`src/hdl/hello_config.svh`:
```
/* 720p raster timing, bitmap geometry, scale shift
   and foreground/background palette for the hello pattern */

`ifndef HELLO_CONFIG_SVH
`define HELLO_CONFIG_SVH

// horizontal timing in pixels, total 1650
`define HELLO_H_ACTIVE 1280
`define HELLO_H_FP     110
`define HELLO_H_SYNC   40
`define HELLO_H_BP     220

// vertical timing in lines, total 750
`define HELLO_V_ACTIVE 720
`define HELLO_V_FP     5
`define HELLO_V_SYNC   5
`define HELLO_V_BP     20

`define HELLO_SCALE_SHIFT 6   // 64x scale, one bitmap cell per 64x64 block
`define HELLO_BMAP_W      20  // bitmap columns
`define HELLO_BMAP_H      11  // bitmap rows

`define HELLO_FG_RGB 12'hFC0  // yellow lines
`define HELLO_BG_RGB 12'h137  // blue background

`endif

```
`src/hdl/hello_pkg.sv`:
```
/* shared types: screen coordinate, sync bundle, pixel,
   TMDS symbol and bus, encoder mode */

`default_nettype none

package hello_pkg;

    typedef logic [11:0] coord_t;  // screen coordinate, covers 0..1649

    typedef struct packed {
        logic hsync;  // active high
        logic vsync;  // active high
        logic de;     // high in active area
    } sync_t;

    typedef struct packed {
        logic [7:0] r;
        logic [7:0] g;
        logic [7:0] b;
    } rgb888_t;

    typedef struct packed {
        sync_t   sync;
        rgb888_t rgb;
    } pixel_t;

    typedef logic [9:0] tmds_sym_t;  // one 10-bit DVI symbol, bit 0 sent first

    typedef struct packed {
        tmds_sym_t ch2;  // red
        tmds_sym_t ch1;  // green
        tmds_sym_t ch0;  // blue plus syncs
    } tmds_bus_t;

    typedef enum logic {
        TMDS_CTRL,   // blanking, send control symbol
        TMDS_VIDEO   // active area, send data symbol
    } tmds_mode_e;

endpackage

`default_nettype wire

```
`src/hdl/bitmap_painter.sv`:
```
/* "HELLO WORLD" bitmap ROM, 64x scaled lookup, palette
   and blanking, registered 8-bit pixel with delayed syncs */

`timescale 1ns/1ns
`default_nettype none

`include "hello_config.svh"

module bitmap_painter import hello_pkg::*; (
    input  logic   clk_pix,
    input  logic   rst_n,
    input  coord_t sx,
    input  coord_t sy,
    input  sync_t  sync,
    output pixel_t pix     // one clock behind sx/sy/sync
);

    localparam logic [11:0] FG = `HELLO_FG_RGB;
    localparam logic [11:0] BG = `HELLO_BG_RGB;

    // bitmap rows, MSB is the leftmost cell
    function automatic logic [`HELLO_BMAP_W-1:0] bmap_row(input logic [3:0] r);
        case (r)
            4'd0:    return 20'b1010_1110_1000_1000_0110;  // H E L L O
            4'd1:    return 20'b1010_1000_1000_1000_1010;
            4'd2:    return 20'b1110_1100_1000_1000_1010;
            4'd3:    return 20'b1010_1000_1000_1000_1010;
            4'd4:    return 20'b1010_1110_1110_1110_1100;
            4'd5:    return 20'b0000_0000_0000_0000_0000;  // gap between words
            4'd6:    return 20'b1010_0110_1110_1000_1100;  // W O R L D
            4'd7:    return 20'b1010_1010_1010_1000_1010;
            4'd8:    return 20'b1010_1010_1100_1000_1010;
            4'd9:    return 20'b1110_1010_1010_1000_1010;
            4'd10:   return 20'b1110_1100_1010_1110_1110;
            default: return '0;
        endcase
    endfunction

    coord_t                  cx, cy;   // bitmap cell under the beam
    logic [`HELLO_BMAP_W-1:0] row;
    logic [4:0]              bit_sel;  // row bit for column cx
    logic                    in_bmap;
    logic                    lit;
    logic [11:0]             rgb12;    // 4 bits per channel

    always_comb begin
        cx      = sx >> `HELLO_SCALE_SHIFT;
        cy      = sy >> `HELLO_SCALE_SHIFT;
        row     = bmap_row(cy[3:0]);
        bit_sel = 5'(`HELLO_BMAP_W - 1) - cx[4:0];  // MSB first
        in_bmap = (cx < coord_t'(`HELLO_BMAP_W)) && (cy < coord_t'(`HELLO_BMAP_H));
        lit     = sync.de && in_bmap && row[bit_sel];
    end

    // yellow on blue in the active area, black in blanking
    always_comb begin
        if (!sync.de)
            rgb12 = 12'h000;
        else if (lit)
            rgb12 = FG;
        else
            rgb12 = BG;
    end

    always_ff @(posedge clk_pix or negedge rst_n) begin
        if (!rst_n) begin
            pix <= '0;
        end else begin
            pix.sync  <= sync;                 // keep syncs aligned with colour
            pix.rgb.r <= {2{rgb12[11:8]}};     // 4 to 8 bits by repetition
            pix.rgb.g <= {2{rgb12[7:4]}};
            pix.rgb.b <= {2{rgb12[3:0]}};
        end
    end

endmodule

`default_nettype wire

```
`src/hdl/display_timing.sv`:
```
/* 720p raster generator: column and line counters
   with registered hsync, vsync and de */

`timescale 1ns/1ns
`default_nettype none

`include "hello_config.svh"

module display_timing import hello_pkg::*; (
    input  logic   clk_pix,
    input  logic   rst_n,
    output coord_t sx,     // current column
    output coord_t sy,     // current line
    output sync_t  sync    // syncs and de for (sx, sy)
);

    localparam coord_t H_LAST = coord_t'(`HELLO_H_ACTIVE + `HELLO_H_FP
                                         + `HELLO_H_SYNC + `HELLO_H_BP - 1);
    localparam coord_t V_LAST = coord_t'(`HELLO_V_ACTIVE + `HELLO_V_FP
                                         + `HELLO_V_SYNC + `HELLO_V_BP - 1);
    localparam coord_t HS_BEG = coord_t'(`HELLO_H_ACTIVE + `HELLO_H_FP);  // 1390
    localparam coord_t HS_END = coord_t'(`HELLO_H_ACTIVE + `HELLO_H_FP + `HELLO_H_SYNC);
    localparam coord_t VS_BEG = coord_t'(`HELLO_V_ACTIVE + `HELLO_V_FP);  // 725
    localparam coord_t VS_END = coord_t'(`HELLO_V_ACTIVE + `HELLO_V_FP + `HELLO_V_SYNC);
    localparam coord_t H_ACT  = coord_t'(`HELLO_H_ACTIVE);
    localparam coord_t V_ACT  = coord_t'(`HELLO_V_ACTIVE);

    logic   run;      // low until the first pixel has been presented
    coord_t nx, ny;   // next position
    sync_t  nsync;    // syncs decoded for the next position

    // next raster position, holds (0,0) on the first edge out of reset
    always_comb begin
        nx = sx;
        ny = sy;
        if (run) begin
            if (sx == H_LAST) begin
                nx = '0;
                ny = (sy == V_LAST) ? '0 : sy + 1'b1;  // wrap at end of frame
            end else begin
                nx = sx + 1'b1;
            end
        end
    end

    // decode windows from the next position so sync lands with its counters
    always_comb begin
        nsync.hsync = (nx >= HS_BEG) && (nx < HS_END);
        nsync.vsync = (ny >= VS_BEG) && (ny < VS_END);
        nsync.de    = (nx < H_ACT) && (ny < V_ACT);
    end

    always_ff @(posedge clk_pix or negedge rst_n) begin
        if (!rst_n) begin
            run  <= 1'b0;
            sx   <= '0;
            sy   <= '0;
            sync <= '0;  // all blank until the raster starts
        end else begin
            run  <= 1'b1;
            sx   <= nx;
            sy   <= ny;
            sync <= nsync;
        end
    end

endmodule

`default_nettype wire

```
`src/hdl/hello_top.sv`:
```
/* hello pattern top: raster timing, bitmap painter
   and three TMDS encoders producing the symbol bundle */

`timescale 1ns/1ns
`default_nettype none

module hello_top import hello_pkg::*; (
    input  logic      clk_pix,
    input  logic      rst_n,
    output tmds_bus_t tmds     // three symbols per pixel clock
);

    coord_t    sx, sy;
    sync_t     sync;
    pixel_t    pix;
    tmds_sym_t sym_b, sym_g, sym_r;

    display_timing u_timing (
        .clk_pix (clk_pix),
        .rst_n   (rst_n),
        .sx      (sx),
        .sy      (sy),
        .sync    (sync)
    );

    bitmap_painter u_painter (
        .clk_pix (clk_pix),
        .rst_n   (rst_n),
        .sx      (sx),
        .sy      (sy),
        .sync    (sync),
        .pix     (pix)
    );

    // blue channel carries the syncs in blanking
    tmds_encoder u_enc_ch0 (.clk_pix(clk_pix), .rst_n(rst_n), .data(pix.rgb.b),
        .ctrl({pix.sync.vsync, pix.sync.hsync}), .de(pix.sync.de), .sym(sym_b));
    tmds_encoder u_enc_ch1 (.clk_pix(clk_pix), .rst_n(rst_n), .data(pix.rgb.g),
        .ctrl(2'b00), .de(pix.sync.de), .sym(sym_g));
    tmds_encoder u_enc_ch2 (.clk_pix(clk_pix), .rst_n(rst_n), .data(pix.rgb.r),
        .ctrl(2'b00), .de(pix.sync.de), .sym(sym_r));

    assign tmds.ch0 = sym_b;
    assign tmds.ch1 = sym_g;
    assign tmds.ch2 = sym_r;

endmodule

`default_nettype wire

```
`src/hdl/tmds_encoder.sv`:
```
/* DVI 8b/10b TMDS encoder: transition minimisation,
   running disparity and the four control symbols */

`timescale 1ns/1ns
`default_nettype none

module tmds_encoder import hello_pkg::*; (
    input  logic       clk_pix,
    input  logic       rst_n,
    input  logic [7:0] data,   // colour byte
    input  logic [1:0] ctrl,   // control bits sent in blanking
    input  logic       de,
    output tmds_sym_t  sym
);

    localparam tmds_sym_t CTRL_00 = 10'b1101010100;
    localparam tmds_sym_t CTRL_01 = 10'b0010101011;
    localparam tmds_sym_t CTRL_10 = 10'b0101010100;
    localparam tmds_sym_t CTRL_11 = 10'b1010101011;

    tmds_mode_e       mode;
    logic [3:0]       n1d;       // ones in data
    logic             use_xnor;
    logic [8:0]       q_m;       // transition minimised word, bit 8 marks xor
    logic [3:0]       n1q;       // ones in q_m[7:0]
    logic signed [5:0] bal;      // ones minus zeros of q_m[7:0]
    logic signed [5:0] disp;     // running disparity
    logic signed [5:0] disp_nx;
    tmds_sym_t        sym_nx;

    assign mode = de ? TMDS_VIDEO : TMDS_CTRL;

    // stage 1 of the DVI rule, pick xor or xnor chaining
    always_comb begin
        n1d = '0;
        for (int i = 0; i < 8; i++)
            n1d = n1d + 4'(data[i]);
        use_xnor = (n1d > 4'd4) || ((n1d == 4'd4) && !data[0]);
        q_m[0] = data[0];
        for (int i = 1; i < 8; i++)
            q_m[i] = use_xnor ? ~(q_m[i-1] ^ data[i]) : (q_m[i-1] ^ data[i]);
        q_m[8] = ~use_xnor;
        n1q = '0;
        for (int i = 0; i < 8; i++)
            n1q = n1q + 4'(q_m[i]);
        bal = $signed({1'b0, n1q, 1'b0}) - 6'sd8;  // 2*n1q - 8
    end

    // stage 2, dc balancing against the running disparity
    always_comb begin
        sym_nx  = CTRL_00;
        disp_nx = disp;
        case (mode)
            TMDS_CTRL: begin
                disp_nx = '0;  // disparity restarts after every blanking
                case (ctrl)
                    2'b00: sym_nx = CTRL_00;
                    2'b01: sym_nx = CTRL_01;
                    2'b10: sym_nx = CTRL_10;
                    default: sym_nx = CTRL_11;
                endcase
            end
            TMDS_VIDEO: begin
                if (disp == 6'sd0 || bal == 6'sd0) begin
                    sym_nx  = {~q_m[8], q_m[8], q_m[8] ? q_m[7:0] : ~q_m[7:0]};
                    disp_nx = q_m[8] ? disp + bal : disp - bal;
                end else if ((disp > 6'sd0 && bal > 6'sd0) || (disp < 6'sd0 && bal < 6'sd0)) begin
                    sym_nx  = {1'b1, q_m[8], ~q_m[7:0]};  // invert to pull back
                    disp_nx = disp + (q_m[8] ? 6'sd2 : 6'sd0) - bal;
                end else begin
                    sym_nx  = {1'b0, q_m[8], q_m[7:0]};
                    disp_nx = disp - (q_m[8] ? 6'sd0 : 6'sd2) + bal;
                end
            end
            default: ;
        endcase
    end

    always_ff @(posedge clk_pix or negedge rst_n) begin
        if (!rst_n) begin
            sym  <= CTRL_00;
            disp <= '0;
        end else begin
            sym  <= sym_nx;
            disp <= disp_nx;
        end
    end

endmodule

`default_nettype wire

```
`config.mk`:
```
export PLATFORM = sky130hd
export DESIGN_NAME = hello_top
export DESIGN_NICKNAME = d
export VERILOG_FILES = /design/src/hdl/hello_pkg.sv /design/src/hdl/bitmap_painter.sv /design/src/hdl/display_timing.sv /design/src/hdl/hello_top.sv /design/src/hdl/tmds_encoder.sv
export VERILOG_INCLUDE_DIRS = /design/src /design/src/hdl
export SDC_FILE = /design/constraint.sdc
export NUM_CORES = 1
export LEC_CHECK = 0
export ABC_CLOCK_PERIOD_IN_PS = 4800
export BUFFER_PORTS_ARGS = -buffer_cell sky130_fd_sc_hd__buf_2
export CAP_MARGIN = 20
export CORE_AREA = 2 2 113 115
export CTS_CLUSTER_SIZE = 25
export DETAILED_ROUTE_END_ITERATION = 10
export DIE_AREA = 0 0 115 117
export PLACE_DENSITY = 0.66
export SLEW_MARGIN = 20
export SYNTH_ARGS = -nofsm -noshare
export SYNTH_HDL_FRONTEND = slang
export SYNTH_SLANG_ARGS = --single-unit
```
`constraint.sdc`:
```
create_clock -name clk_pix -period 4.8 [get_ports clk_pix]
set_input_delay 0.96 -clock clk_pix [delete_from_list [all_inputs] [get_ports clk_pix]]
set_output_delay 0.96 -clock clk_pix [all_outputs]
set_load 0.005 [all_outputs]
```
Yosys cells after proc, flatten, opt, wreduce, memory -nomap -nowiden
Memories as Yosys holds them, arrays and structs flattened. Cells that the tools add are included.

Register bits after elaboration: 103. Memory bits (read-only): 240. Input bits: 2. Output and inout bits: 30. Word-level logic and storage cells: 261. Memories kept: 1.

$add $sub $neg: 66. Magnitude comparators: 24. Equal/unequal tests: 7. Muxes and demuxes: 62. Bitwise logic cells: 49. Reduce and logical (&&, ||, !) cells: 34.

Memories: (no name shown) (depth 16, bits a word 15, rd ports 1, clocked after Yosys merged registers in 0, write ports 0, RTL line bitmap_painter.sv:23) `case (r)`.

Operators by type and width (number): $add A4 B1 Y4 (36); $mux W12 (7); $mux W10 (6); $pmux W10 S2 (3); $add A6 B6 Y6 (9); $mux W6 (9); $sub A6 B6 Y6 (9); $gt A6 B1 Y1 const B (6); $logic_not A6 Y1 (6); $lt A6 B1 Y1 const B (6); $pmux W6 S2 (3); $pmux W10 S3 (1); $not A1 Y1 (25); $add A12 B1 Y12 const B (2); $lt A12 B10 Y1 const B (2); $lt A12 B11 Y1 const B (2); $mux W8 (3); $not A8 Y8 (3); $mux W1 (23); $xor A1 B1 Y1 (21); $sub A5 B4 Y6 const B (3); $logic_and A1 B1 Y1 (15); $add A1 B1 Y2 (6); $eq A12 B10 Y1 const B (1); other kinds (16) (35).

Depth between registers and ports, before layout
Gate-level depths: netlist of the first run.

Word-level depth: 37. Depth in mapped cells: 17. Depth with buffers taken out: 14.

Hierarchy
Synthesis of the first run repeated with hierarchy kept, for this count alone.

Cells, all modules: 928. Area, all modules: 8675.8 sq um.

Modules (own cells, without submodules): tmds_encoder at u_enc_ch2 (instances 1, cells an instance 218, area an instance 2052.0 sq um, seq. area each 381.6 sq um); tmds_encoder at u_enc_ch0 (instances 1, cells an instance 215, area an instance 2044.5 sq um, seq. area each 381.6 sq um); tmds_encoder at u_enc_ch1 (instances 1, cells an instance 215, area an instance 2035.7 sq um, seq. area each 381.6 sq um); display_timing (instances 1, cells an instance 187, area an instance 1774.2 sq um, seq. area each 700.7 sq um); bitmap_painter (instances 1, cells an instance 92, area an instance 765.7 sq um, seq. area each 125.1 sq um); hello_top (instances 1, cells an instance 1, area an instance 3.8 sq um, seq. area each 0.0 sq um).

Worst setup path before layout of the first run
No wires, ideal clock.

Kind: register -> register. Start point: register u_painter.pix[20] (netlist name). End point: register u_enc_ch2.disp[5]. Setup time: 0.130 ns. Arrival time: 3.773 ns. Slack: 0.897 ns. Stages on the path, launching flop included: 18. Clock period less this slack: 3.903 ns. Cells stage by stage: dfrtp_1 -> clkbuf_1 -> inv_1 -> clkbuf_1 -> ha_1 -> clkbuf_1 -> nor2b_1 -> a21o_1 -> inv_1 -> fa_1 -> inv_1 -> fa_1 -> a21o_1 -> a21oi_1 -> xor2_1 -> mux2i_1 -> xnor2_1 -> a21oi_1.

Word-level cells in the longest chain between the ends: 34.

Ends and longest elaborated chain: parallel branches: the longest is 32 deep, another holds $add A4 B1 Y4; $mux W6 (*) (RTL line tmds_encoder.sv:64) `if (disp == 6'sd0 || bal == 6'sd0) begin`; $pmux W6 S2 (*) (RTL line tmds_encoder.sv:53) `case (mode)`; net u_enc_ch2.disp_nx[5] (RTL line tmds_encoder.sv:28) `logic signed [5:0] disp_nx;`; end signal, assigned (RTL line tmds_encoder.sv:85) `disp <= disp_nx;`; end, declared (RTL line tmds_encoder.sv:27) `logic signed [5:0] disp;`.

Mark *: on every way through the listed nets, which the timed path passes.

Final worst setup path of the first run
Start point: register u_painter.pix[22] (netlist name). End point: register u_enc_ch2.disp[5].

Word-level cells in the longest chain between the ends: 32.

Ends and longest elaborated chain (RTL line): parallel branches: the longest is 30 deep, another holds $add A4 B1 Y4; $mux W6 (*) (tmds_encoder.sv:64); $pmux W6 S2 (*) (tmds_encoder.sv:53); net u_enc_ch2.disp_nx[5] (tmds_encoder.sv:28).

Marks and branches as above.

==> results of run 1 <==
[cells by family (layout without fill, tap and decap cells)]
group                    count (synthesis)  after routing  synth area share, %
multiplexers                            14             14                 2.37
buffers and inverters                   97            115                 6.71
AND/OR/NAND/NOR                        169            169                 15.0
adder cells (fa/ha/maj)                 86             86                 19.3
flip-flops                              74             74                 31.3
other                                    1              1               0.0629
XOR/XNOR                                56             56                 8.35
AO/OA/AOI/OAI                          152            152                 16.9
[cell type report]
| class | instances | area, um^2 | share of cell area, % |
|---|---|---|---|
| Clock buffer | 10 | 239 | 3.70 |
| Clock inverter | 6 | 41.3 | 0.639 |
| Inverter | 63 | 236 | 3.66 |
| Multi-Input combinational cell | 478 | 3690 | 57.2 |
| Sequential cell | 74 | 1870 | 28.9 |
| Tap cell | 150 | 188 | 2.90 |
| Timing Repair Buffer | 36 | 195 | 3.02 |
[layout by cell type (no fill, tap or decap), types with 9 or more instances in the layout]
cell type	instances
a211oi_1	19
a21o_1	15
a21oi_1	37
buf_2	30
clkbuf_16	9
dfrtp_1	60
dfstp_2	14
fa_1	10
ha_1	76
inv_1	63
mux2i_1	13
nand2_1	33
nand2b_1	10
nand3_1	12
nand4_1	9
nor2_1	42
nor2b_1	9
nor3_1	13
o21ai_0	32
xnor2_1	39
xor2_1	16
[layer usage]
| layer | global-route usage [%] | routed length [um] |
|---|---|---|
| met1 | 25.2 | 5780 |
| met2 | 35.2 | 6300 |
| met3 | 4.74 | 370 |
| met4 | 4.10 | 132 |
| met5 | 0 | 0 |
[registers in the layout, indices dropped and copies added (netlist names), 5 cells and up]
| register | cells |
|---|---|
| u_timing.sy | 12 |
| u_timing.sx | 12 |
| u_painter.pix | 5 |
| u_enc_ch0.disp | 5 |
| u_enc_ch1.sym | 10 |
| u_enc_ch2.disp | 5 |
| u_enc_ch1.disp | 5 |
| u_enc_ch0.sym | 6 |
| u_enc_ch2.sym | 10 |
[metrics by stage]
stage | instance area, um^2 | util (%)
after floorplan | 5960 | -
after global placement | 6180 | 50.2
after detailed placement | 6180 | 50.2
after CTS | 6460 | 52.5
after global routing | 6460 | 52.5
final | 6460 | 52.5
[Yosys cell counts, types with 5 or more instances]
| cell type | count |
|---|---|
| nor2b_1 | 9 |
| o211ai_1 | 7 |
| o21bai_1 | 5 |
| a21o_1 | 15 |
| nor3_1 | 13 |
| clkbuf_1 | 25 |
| dfstp_2 | 14 |
| dfrtp_1 | 60 |
| nand2_1 | 33 |
| mux2i_1 | 13 |
| nand4_1 | 9 |
| nor3b_1 | 7 |
| nand2b_1 | 10 |
| xnor2_1 | 39 |
| buf_4 | 5 |
| or3_1 | 7 |
| inv_1 | 63 |
| a21oi_1 | 37 |
| nor2_1 | 42 |
| a211oi_1 | 19 |
| fa_1 | 10 |
| o21ai_0 | 32 |
| or2_2 | 5 |
| ha_1 | 76 |
| nand3_1 | 12 |
| xor2_1 | 16 |
[report_power, final]
group | total, W | switching [W] | internal, W
sequential | 0.00101 | 0.000152 | 0.000860
combinational | 0.00188 | 0.000981 | 0.000898
clock | 0.000642 | 0.000278 | 0.000364
[worst max-delay path by stage]
stage / start / cells after the start / slack [ns] / endpoint
floorplan: u_painter.pix[20] / 17 / 0.90 / u_enc_ch2.disp[5]
global placement: u_painter.pix[22] / 14 / 0.96 / u_enc_ch2.disp[5]
detailed placement: u_painter.pix[22] / 14 / 0.78 / u_enc_ch2.disp[5]
CTS: u_painter.pix[22] / 14 / 0.77 / u_enc_ch2.disp[5]
global route: u_painter.pix[20] / 14 / 0.42 / u_enc_ch2.disp[5]
finish: u_painter.pix[22] / 14 / 0.76 / u_enc_ch2.disp[5]
[worst register-to-register path, stage by stage (launching register included)]
cell	delay (ns)
dfrtp_1	0.55
inv_1	0.25
ha_1	0.51
nor2b_1	0.28
a21o_1	0.25
inv_1	0.15
fa_1	0.55
inv_1	0.07
fa_1	0.41
a21o_1	0.18
a21oi_1	0.16
xor2_1	0.18
mux2i_1	0.11
xnor2_1	0.18
a21oi_1	0.09
==> flow_summary.json, run 1 <==
{
  "synth_edf_count": 0,
  "clock_sinks": 74,
  "drc": 0,
  "ys_top_cells_by_area": "dfrtp_1, ha_1, dfstp_2, xnor2_1, inv_1",
  "yosysWarnings": 0,
  "hold_end": "u_painter.pix[26]",
  "fin_tns_setup_ns": 0,
  "crit_path_end_kind": "register",
  "dieHeight_um": 117,
  "netlist_instances": 649,
  "overflow": 0,
  "cap_violations": 0,
  "syn-cell-area_um2": 5960,
  "ctsHoldBuffers": 0,
  "crit_path_start_kind": "register",
  "dp_slack_ns": 0.783,
  "worstSetupPathType": "register to register",
  "wl_per_cell_um": 15.4,
  "hold-worst-slack_ns": 0.352,
  "worstPathArrival_ns": 4.26,
  "path_delay_family": "adder cells",
  "cp.required_ns": 5.02,
  "worst_skew_pair.late_latency_ns": 0.35,
  "io_buffers": 31,
  "start_util_pct": 48.4,
  "layoutNonFillerInstCount": 817,
  "hold_path_startpoint": "u_timing.sync[2]",
  "ir_worst_vdd_v": 0.000178,
  "ys_ff_latch": 74,
  "yosys.area.top_type": "dfrtp_1",
  "hold_depth": 0,
  "synth_seq_area_share_pct": 31.3,
  "post-dp-hpwl_mm": 9.36,
  "clkTransAtPathRegs_ns": 0.06,
  "cts_resized": 0,
  "antenna_cells": 0,
  "grt_setup_unrepaired": "no",
  "power.density_nw_per_um2": 547,
  "max_stage_delay_ns": 0.55,
  "r2r_cells": 14,
  "cts_root_buf": "clkbuf_16",
  "grt_pass1_vias": 4497,
  "cts_tree": "built",
  "htreeDepth": 3,
  "finalHoldViolCount": 0,
  "worstPathMaxFanout": 12,
  "cpMostUsedCell": "inv_1",
  "grt_usage_pct": 20.0,
  "grt_pass1_wl_mm": 21.4,
  "cts_buffers": 9,
  "fillers": 1134,
  "viasPerCell": 5.64,
  "num_rows": 41,
  "slew_violations": 0,
  "slowest_stage": "dfrtp_1",
  "total_power_w": 0.00353,
  "worstPathCellList": "inv_1 > ha_1 > nor2b_1 > a21o_1 > inv_1 > fa_1 > inv_1 > fa_1 > a21o_1 > a21oi_1 > xor2_1 > mux2i_1 > xnor2_1 > a21oi_1",
  "areaGrowthSynthToFinish_pct": 8.37,
  "async_flop_share_pct": 100,
  "clk_path_buf_depth": 2,
  "grt_start_max_net_pins": 75,
  "worstMarginPinSlew_ns": 0.924,
  "leakage_nw": 3.01,
  "syn-num-nets": 737,
  "ys_types": 67,
  "yosysTopAreaCellShare_pct": 25.2,
  "gp_congestion": 0.818,
  "first_pass_iters": 4,
  "die_width_um": 115,
  "critPathBufInv": 3,
  "drt_iter0_drc": 224,
  "avgSynthCellArea_um2": 9.19,
  "core_area_um2": 12300,
  "reg2reg_to": "u_enc_ch2.disp[5]",
  "drive_above_1_share_pct": 11.7,
  "r2r_slack_ns": 0.76,
  "setup_slack_ns": 0.761,
  "setup_violations": 0,
  "skew_ns": 0.00660,
  "r2r-start": "u_painter.pix[22]",
  "dp.cells": 801,
  "synth_ff_type": "dfrtp_1",
  "dieArea_um2": 13500,
  "status": "complete, no violations",
  "max_freq_ghz": 0.248,
  "nets": 750,
  "hp-class": "register to register",
  "ioPinCount": 32,
  "wirelength_mm": 12.6,
  "cts_setup_buffers": 0,
  "min_period_ns": 4.04,
  "vias": 4610,
  "antenna_left": 0,
  "slew_headroom_pct": 38.4,
  "antenna_found_initial": 0,
  "fin_crit_sh_pct": 84.1
}
Note: power is estimated with default switching activity, not from simulation.
==> run 2, diff against run 1 <==
- ABC_CLOCK_PERIOD_IN_PS: 4800 -> 3250
- PLACE_DENSITY: 0.66 -> 0.69
- clock period: 4.8 -> 3.25 ns (I/O delays scaled with it)
==> run 2 against run 1 <==
  * Routed wire length up 1.6%
  * First-iteration DRC count up 7.6%
  * Total power up 51%
  * Via count up 3.0%
  * Die area unchanged
  * Sequential share of layout area down 1.3 points
  * Core utilization up 2.5 points
  * Combinational power up 52%
  * Sequential cell count unchanged
  * Fmax up 26%
  * Global-route usage up 0.39 points
  * Non-clock buffer count up 25
==> flow_summary.json, run 2 (same netlist as run 1, synthesis figures left out) <==
{
  "power.density_nw_per_um2": 789,
  "post-dp-hpwl_mm": 9.39,
  "setup_violations": 0,
  "slew_headroom_pct": 37.6,
  "worstPathMaxFanout": 9,
  "areaGrowthSynthToFinish_pct": 13.4,
  "wl_per_cell_um": 15.2,
  "antenna_left": 0,
  "crit_path_start_kind": "register",
  "grt_start_max_net_pins": 75,
  "min_period_ns": 3.20,
  "gp_congestion": 0.933,
  "dieArea_um2": 13500,
  "drt_iter0_drc": 241,
  "antenna_cells": 0,
  "cts_root_buf": "clkbuf_16",
  "skew_ns": 0.00553,
  "postLayoutCellArea_um2": 6770,
  "postLayoutCoreUtil_pct": 55.0,
  "wirelength_mm": 12.8,
  "worstPathArrival_ns": 3.39,
  "ir_worst_vdd_v": 0.000289,
  "dp.cells": 813,
  "slew_violations": 0,
  "fillers": 1070,
  "grt_pass1_vias": 4688,
  "status": "complete, no violations",
  "first_pass_iters": 4,
  "leakage_nw": 3.16,
  "dieHeight_um": 117,
  "grt_pass1_wl_mm": 21.7,
  "viasPerCell": 5.64,
  "io_buffers": 31,
  "register_area_um2": 1870,
  "layoutNonFillerInstCount": 842,
  "grt_usage_pct": 20.4,
  "vias": 4746,
  "total_power_w": 0.00534,
  "clkTransAtPathRegs_ns": 0.06,
  "hp-class": "register to register",
  "cts_buffers": 9,
  "drc": 0,
  "grt_setup_unrepaired": "yes",
  "worstSetupPathType": "register to register",
  "overflow": 0,
  "nets": 775,
  "clk_path_buf_depth": 2,
  "ioPinCount": 32,
  "cap_violations": 0,
  "worst_skew_pair.late_latency_ns": 0.35,
  "cts_tree": "built",
  "cp.required_ns": 3.44,
  "placed_area_um2": 6310,
  "num_rows": 41,
  "finalHoldViolCount": 0,
  "crit_path_end_kind": "register",
  "die_width_um": 115,
  "htreeDepth": 3,
  "start_util_pct": 48.4,
  "multi_input_area_um2": 3780,
  "core_area_um2": 12300,
  "reg_top3": "u_timing.sx (12), u_timing.sy (12)",
  "worstMarginPinSlew_ns": 0.936,
  "antenna_found_initial": 0,
  "final_common_cell": "ha_1",
  "final_cell_mix": "ha_1, inv_1, dfrtp_1, nor2_1, xnor2_1",
  "max_freq_ghz": 0.312,
  "drive_above_1_share_pct": 17.1,
  "clock_sinks": 74,
  "fin_crit_sh_pct": 98.5
}
run 2: cell count changes in the layout (fill, tap and decap cells not counted), sizes merged:
cell      delta
buf         +25
clkbuf       +2
clkinvlp     -1
inv          -1
run 2: per-stage QoR:
| stage | setup TNS [ns] | setup WS [ns] | hold WS, ns |
|---|---|---|---|
| finish | 0 | 0.0474 | 0.361 |
| global route | -0.0666 | -0.0666 | 0.358 |
| CTS | 0 | 0.0737 | 0.361 |
| detailed placement | 0 | 0.00977 | 0.336 |
| global placement | 0 | 0.127 | 0.332 |
| floorplan | -0.0130 | -0.0130 | 0.331 |
run 2: timing repair:
action                     CTS  global route
resized for setup            0            14
hold buffers                 0             0
setup buffers                3            10
gates cloned                 0             0
pin swaps                    0            10
setup endpoints to repair    1             2
run 2: worst paths after layout:
path / from / end / slack [ns] / depth (start not counted)
max in group asynchronous: rst_n / u_painter.pix[20] / 2.17 / 1
worst max register to register: u_timing.sx[3] / u_timing.sync[0] / 0.05 / 7
worst min-delay path: u_timing.sync[2] / u_painter.pix[26] / 0.36 / 0
min in group asynchronous: rst_n / u_timing.sy[0] / 0.42 / 1
worst min register to register: u_timing.sync[2] / u_painter.pix[26] / 0.36 / 0
worst max-delay path: u_timing.sx[3] / u_timing.sync[0] / 0.05 / 7
run 2: cell type report:
class,count,share of cell area [%]
clock buffer,12,3.94
multi-input combinational,478,55.9
sequential,74,27.6
inverter,63,3.53
tap,150,2.77
clock inverter,4,0.370
timing repair buffer,61,5.84
run 2: power breakdown:
group / internal, W / leakage (nW) / switching [W]
sequential: 0.00127 / 0.894 / 0.000227
combinational: 0.00137 / 2.13 / 0.00149
clock: 0.000577 / 0.141 / 0.000400
total: 0.00322 / 3.16 / 0.00212
run 2: routing by layer:
| metal | vias to the layer above | GRT usage [%] | wire length, um | part of all wire [%] |
|---|---|---|---|---|
| met4 | 0 | 8.35 | 292 | 2.3 |
| li1 | 2325 | - | - | - |
| met1 | 2275 | 25.6 | 5590 | 44 |
| met3 | 23 | 3.30 | 566 | 4.4 |
| met2 | 123 | 35.1 | 6340 | 50 |
| met5 | - | 0 | 0 | 0 |
run 2: critical path, cell delays in order (launching register included):
cell	delay [ns]
dfrtp_1	0.48
or4b_4	0.60
or4_1	0.69
buf_4	0.24
o21a_1	0.18
a211oi_1	0.22
o21ai_1	0.12
a2111oi_1	0.51
==> run 3, diff against run 2 <==
- ABC_CLOCK_PERIOD_IN_PS: 3250 -> 2800
- SLEW_MARGIN: 20 -> 10
- clock period: 3.25 -> 2.8 ns (I/O delays scaled with it)
==> run 3 against run 2 <==
  * Final cell count grew 7.7%
  * Via count is 7.9% higher
  * Total power is 31% higher
  * Fmax increased by 2.6%
  * Highest routed layer unchanged
  * Critical path type unchanged
  * The run now ends with negative setup slack left
  * Register-to-register slack lost 0.37 ns
==> flow_summary.json, run 3 (same netlist as run 1, synthesis figures left out) <==
{
  "final_cell_mix": "buf_4, ha_1, dfrtp_1, inv_1, nor2_1",
  "fin_crit_sh_pct": 111,
  "die_width_um": 115,
  "drive_above_1_share_pct": 28.7,
  "setup_slack_ns": -0.321,
  "dieArea_um2": 13500,
  "worst_skew_pair.late_latency_ns": 0.34,
  "grt_start_max_net_pins": 43,
  "first_pass_iters": 5,
  "cap_violations": 0,
  "met2_length_mm": 7.38,
  "grt_usage_pct": 21.8,
  "ioPinCount": 32,
  "wl_met3_um": 572,
  "leakage_nw": 3.55,
  "crit_path_start": "u_painter.pix[20]",
  "grt_setup_unrepaired": "yes",
  "cts_root_buf": "clkbuf_16",
  "total_power_w": 0.00698,
  "core_area_um2": 12300,
  "gp_congestion": 0.871,
  "hp-class": "primary input to asynchronous set/reset pin",
  "min_period_ns": 3.12,
  "overflow": 0,
  "worstPathMaxFanout": 4,
  "htreeDepth": 3,
  "r2r-start": "u_painter.pix[20]",
  "nets": 840,
  "postLayoutCoreUtil_pct": 61.4,
  "clock_sinks": 74,
  "status": "finished, violations left",
  "crit_path_start_kind": "register",
  "top_layer": "met4",
  "cts_tree": "built",
  "antenna_left": 0,
  "final_common_cell": "buf_4",
  "cp.required_ns": 3.01,
  "antenna_found_initial": 0,
  "clk_path_buf_depth": 2,
  "viasPerCell": 5.64,
  "drc": 0,
  "wl_per_cell_um": 16.2,
  "dieHeight_um": 117,
  "grt_pass1_wl_mm": 23.2,
  "skew_ns": 0.00706,
  "slew_headroom_pct": 61.3,
  "crit_path_end_kind": "register",
  "layoutNonFillerInstCount": 907,
  "clkTransAtPathRegs_ns": 0.06,
  "ctsHoldBuffers": 0,
  "num_rows": 41,
  "dp_slack_ns": -0.240,
  "grt_pass1_vias": 4939,
  "worstMarginPinSlew_ns": 0.580,
  "start_util_pct": 48.4,
  "power.density_nw_per_um2": 924,
  "met1Wirelength_mm": 6.37,
  "max_freq_ghz": 0.320,
  "slew_violations": 0,
  "finalHoldViolCount": 0,
  "wirelength_mm": 14.7,
  "fin_tns_setup_ns": -1.04,
  "violations": "negative setup slack",
  "antenna_cells": 0,
  "setup_violations": 5,
  "areaGrowthSynthToFinish_pct": 26.7,
  "io_buffers": 31,
  "cts_buffers": 9,
  "reg_top3": "u_timing.sx (12), u_timing.sy (12)",
  "worstPathArrival_ns": 3.33,
  "worstSetupPathType": "register to register",
  "vias": 5120,
  "drt_iter0_drc": 342,
  "ir_worst_vdd_v": 0.000426,
  "post-dp-hpwl_mm": 10.1,
  "dp.cells": 861
}
-- run 3: final cells by class --
cell class | count | area, um^2
Clock inverter | 4 | 97.6
Sequential cell | 74 | 1870
Timing Repair Buffer | 126 | 917
Tap cell | 150 | 188
Multi-Input combinational cell | 478 | 3980
Clock buffer | 12 | 256
Fill cell | 975 | 4760
Inverter | 63 | 245
-- run 3: layer usage --
layer,global-route usage [%],vias up
li1,-,2461
met1,26.8,2481
met2,38.4,144
met3,3.71,34
met4,8.67,0
met5,0,-
-- run 3: stage by stage --
| stage | hold WS [ns] | cell area (um^2) |
|---|---|---|
| 6_report | 0.165 | 7550 |
| 5_1_grt | 0.197 | 7550 |
| 4_1_cts | 0.172 | 7300 |
| 3_5_place_dp | 0.341 | 6730 |
| 3_3_place_gp | 0.334 | 6730 |
| 2_1_floorplan | 0.264 | 6100 |
-- run 3: critical path: stages, from the launching register on --
cell,delay [ns]
dfrtp_2,0.46
inv_6,0.10
ha_4,0.23
nor2b_4,0.12
a21o_1,0.18
inv_2,0.07
fa_1,0.54
inv_2,0.06
fa_2,0.36
a21o_1,0.18
a21oi_2,0.15
xor2_1,0.18
mux2i_1,0.12
xnor2_1,0.17
a21oi_1,0.08
-- run 3: final timing paths --
kind / end / slack (ns) / cells after the start
max: u_enc_ch2.disp[5] / -0.32 / 14
min: u_enc_ch2.disp[2] / 0.16 / 1
max reg2reg: u_enc_ch2.disp[5] / -0.32 / 14
min reg2reg: u_painter.pix[26] / 0.35 / 0
max in group asynchronous: u_enc_ch1.sym[8] / 2.01 / 2
min in group clk_pix: u_painter.pix[26] / 0.35 / 0
-- run 3: report_power, final --
part           switching (W)  leakage, nW  total (W)  internal, W
clock               0.000453        0.169    0.00137     0.000920
sequential          0.000253        0.892    0.00173      0.00148
combinational        0.00197         2.49    0.00388      0.00191
total                0.00268         3.55    0.00698      0.00431
-- run 3: timing repair --
action	CTS	global route
buffers inserted	21	12
pin swaps	11	27
resized for setup	19	38
setup endpoints to repair	8	17
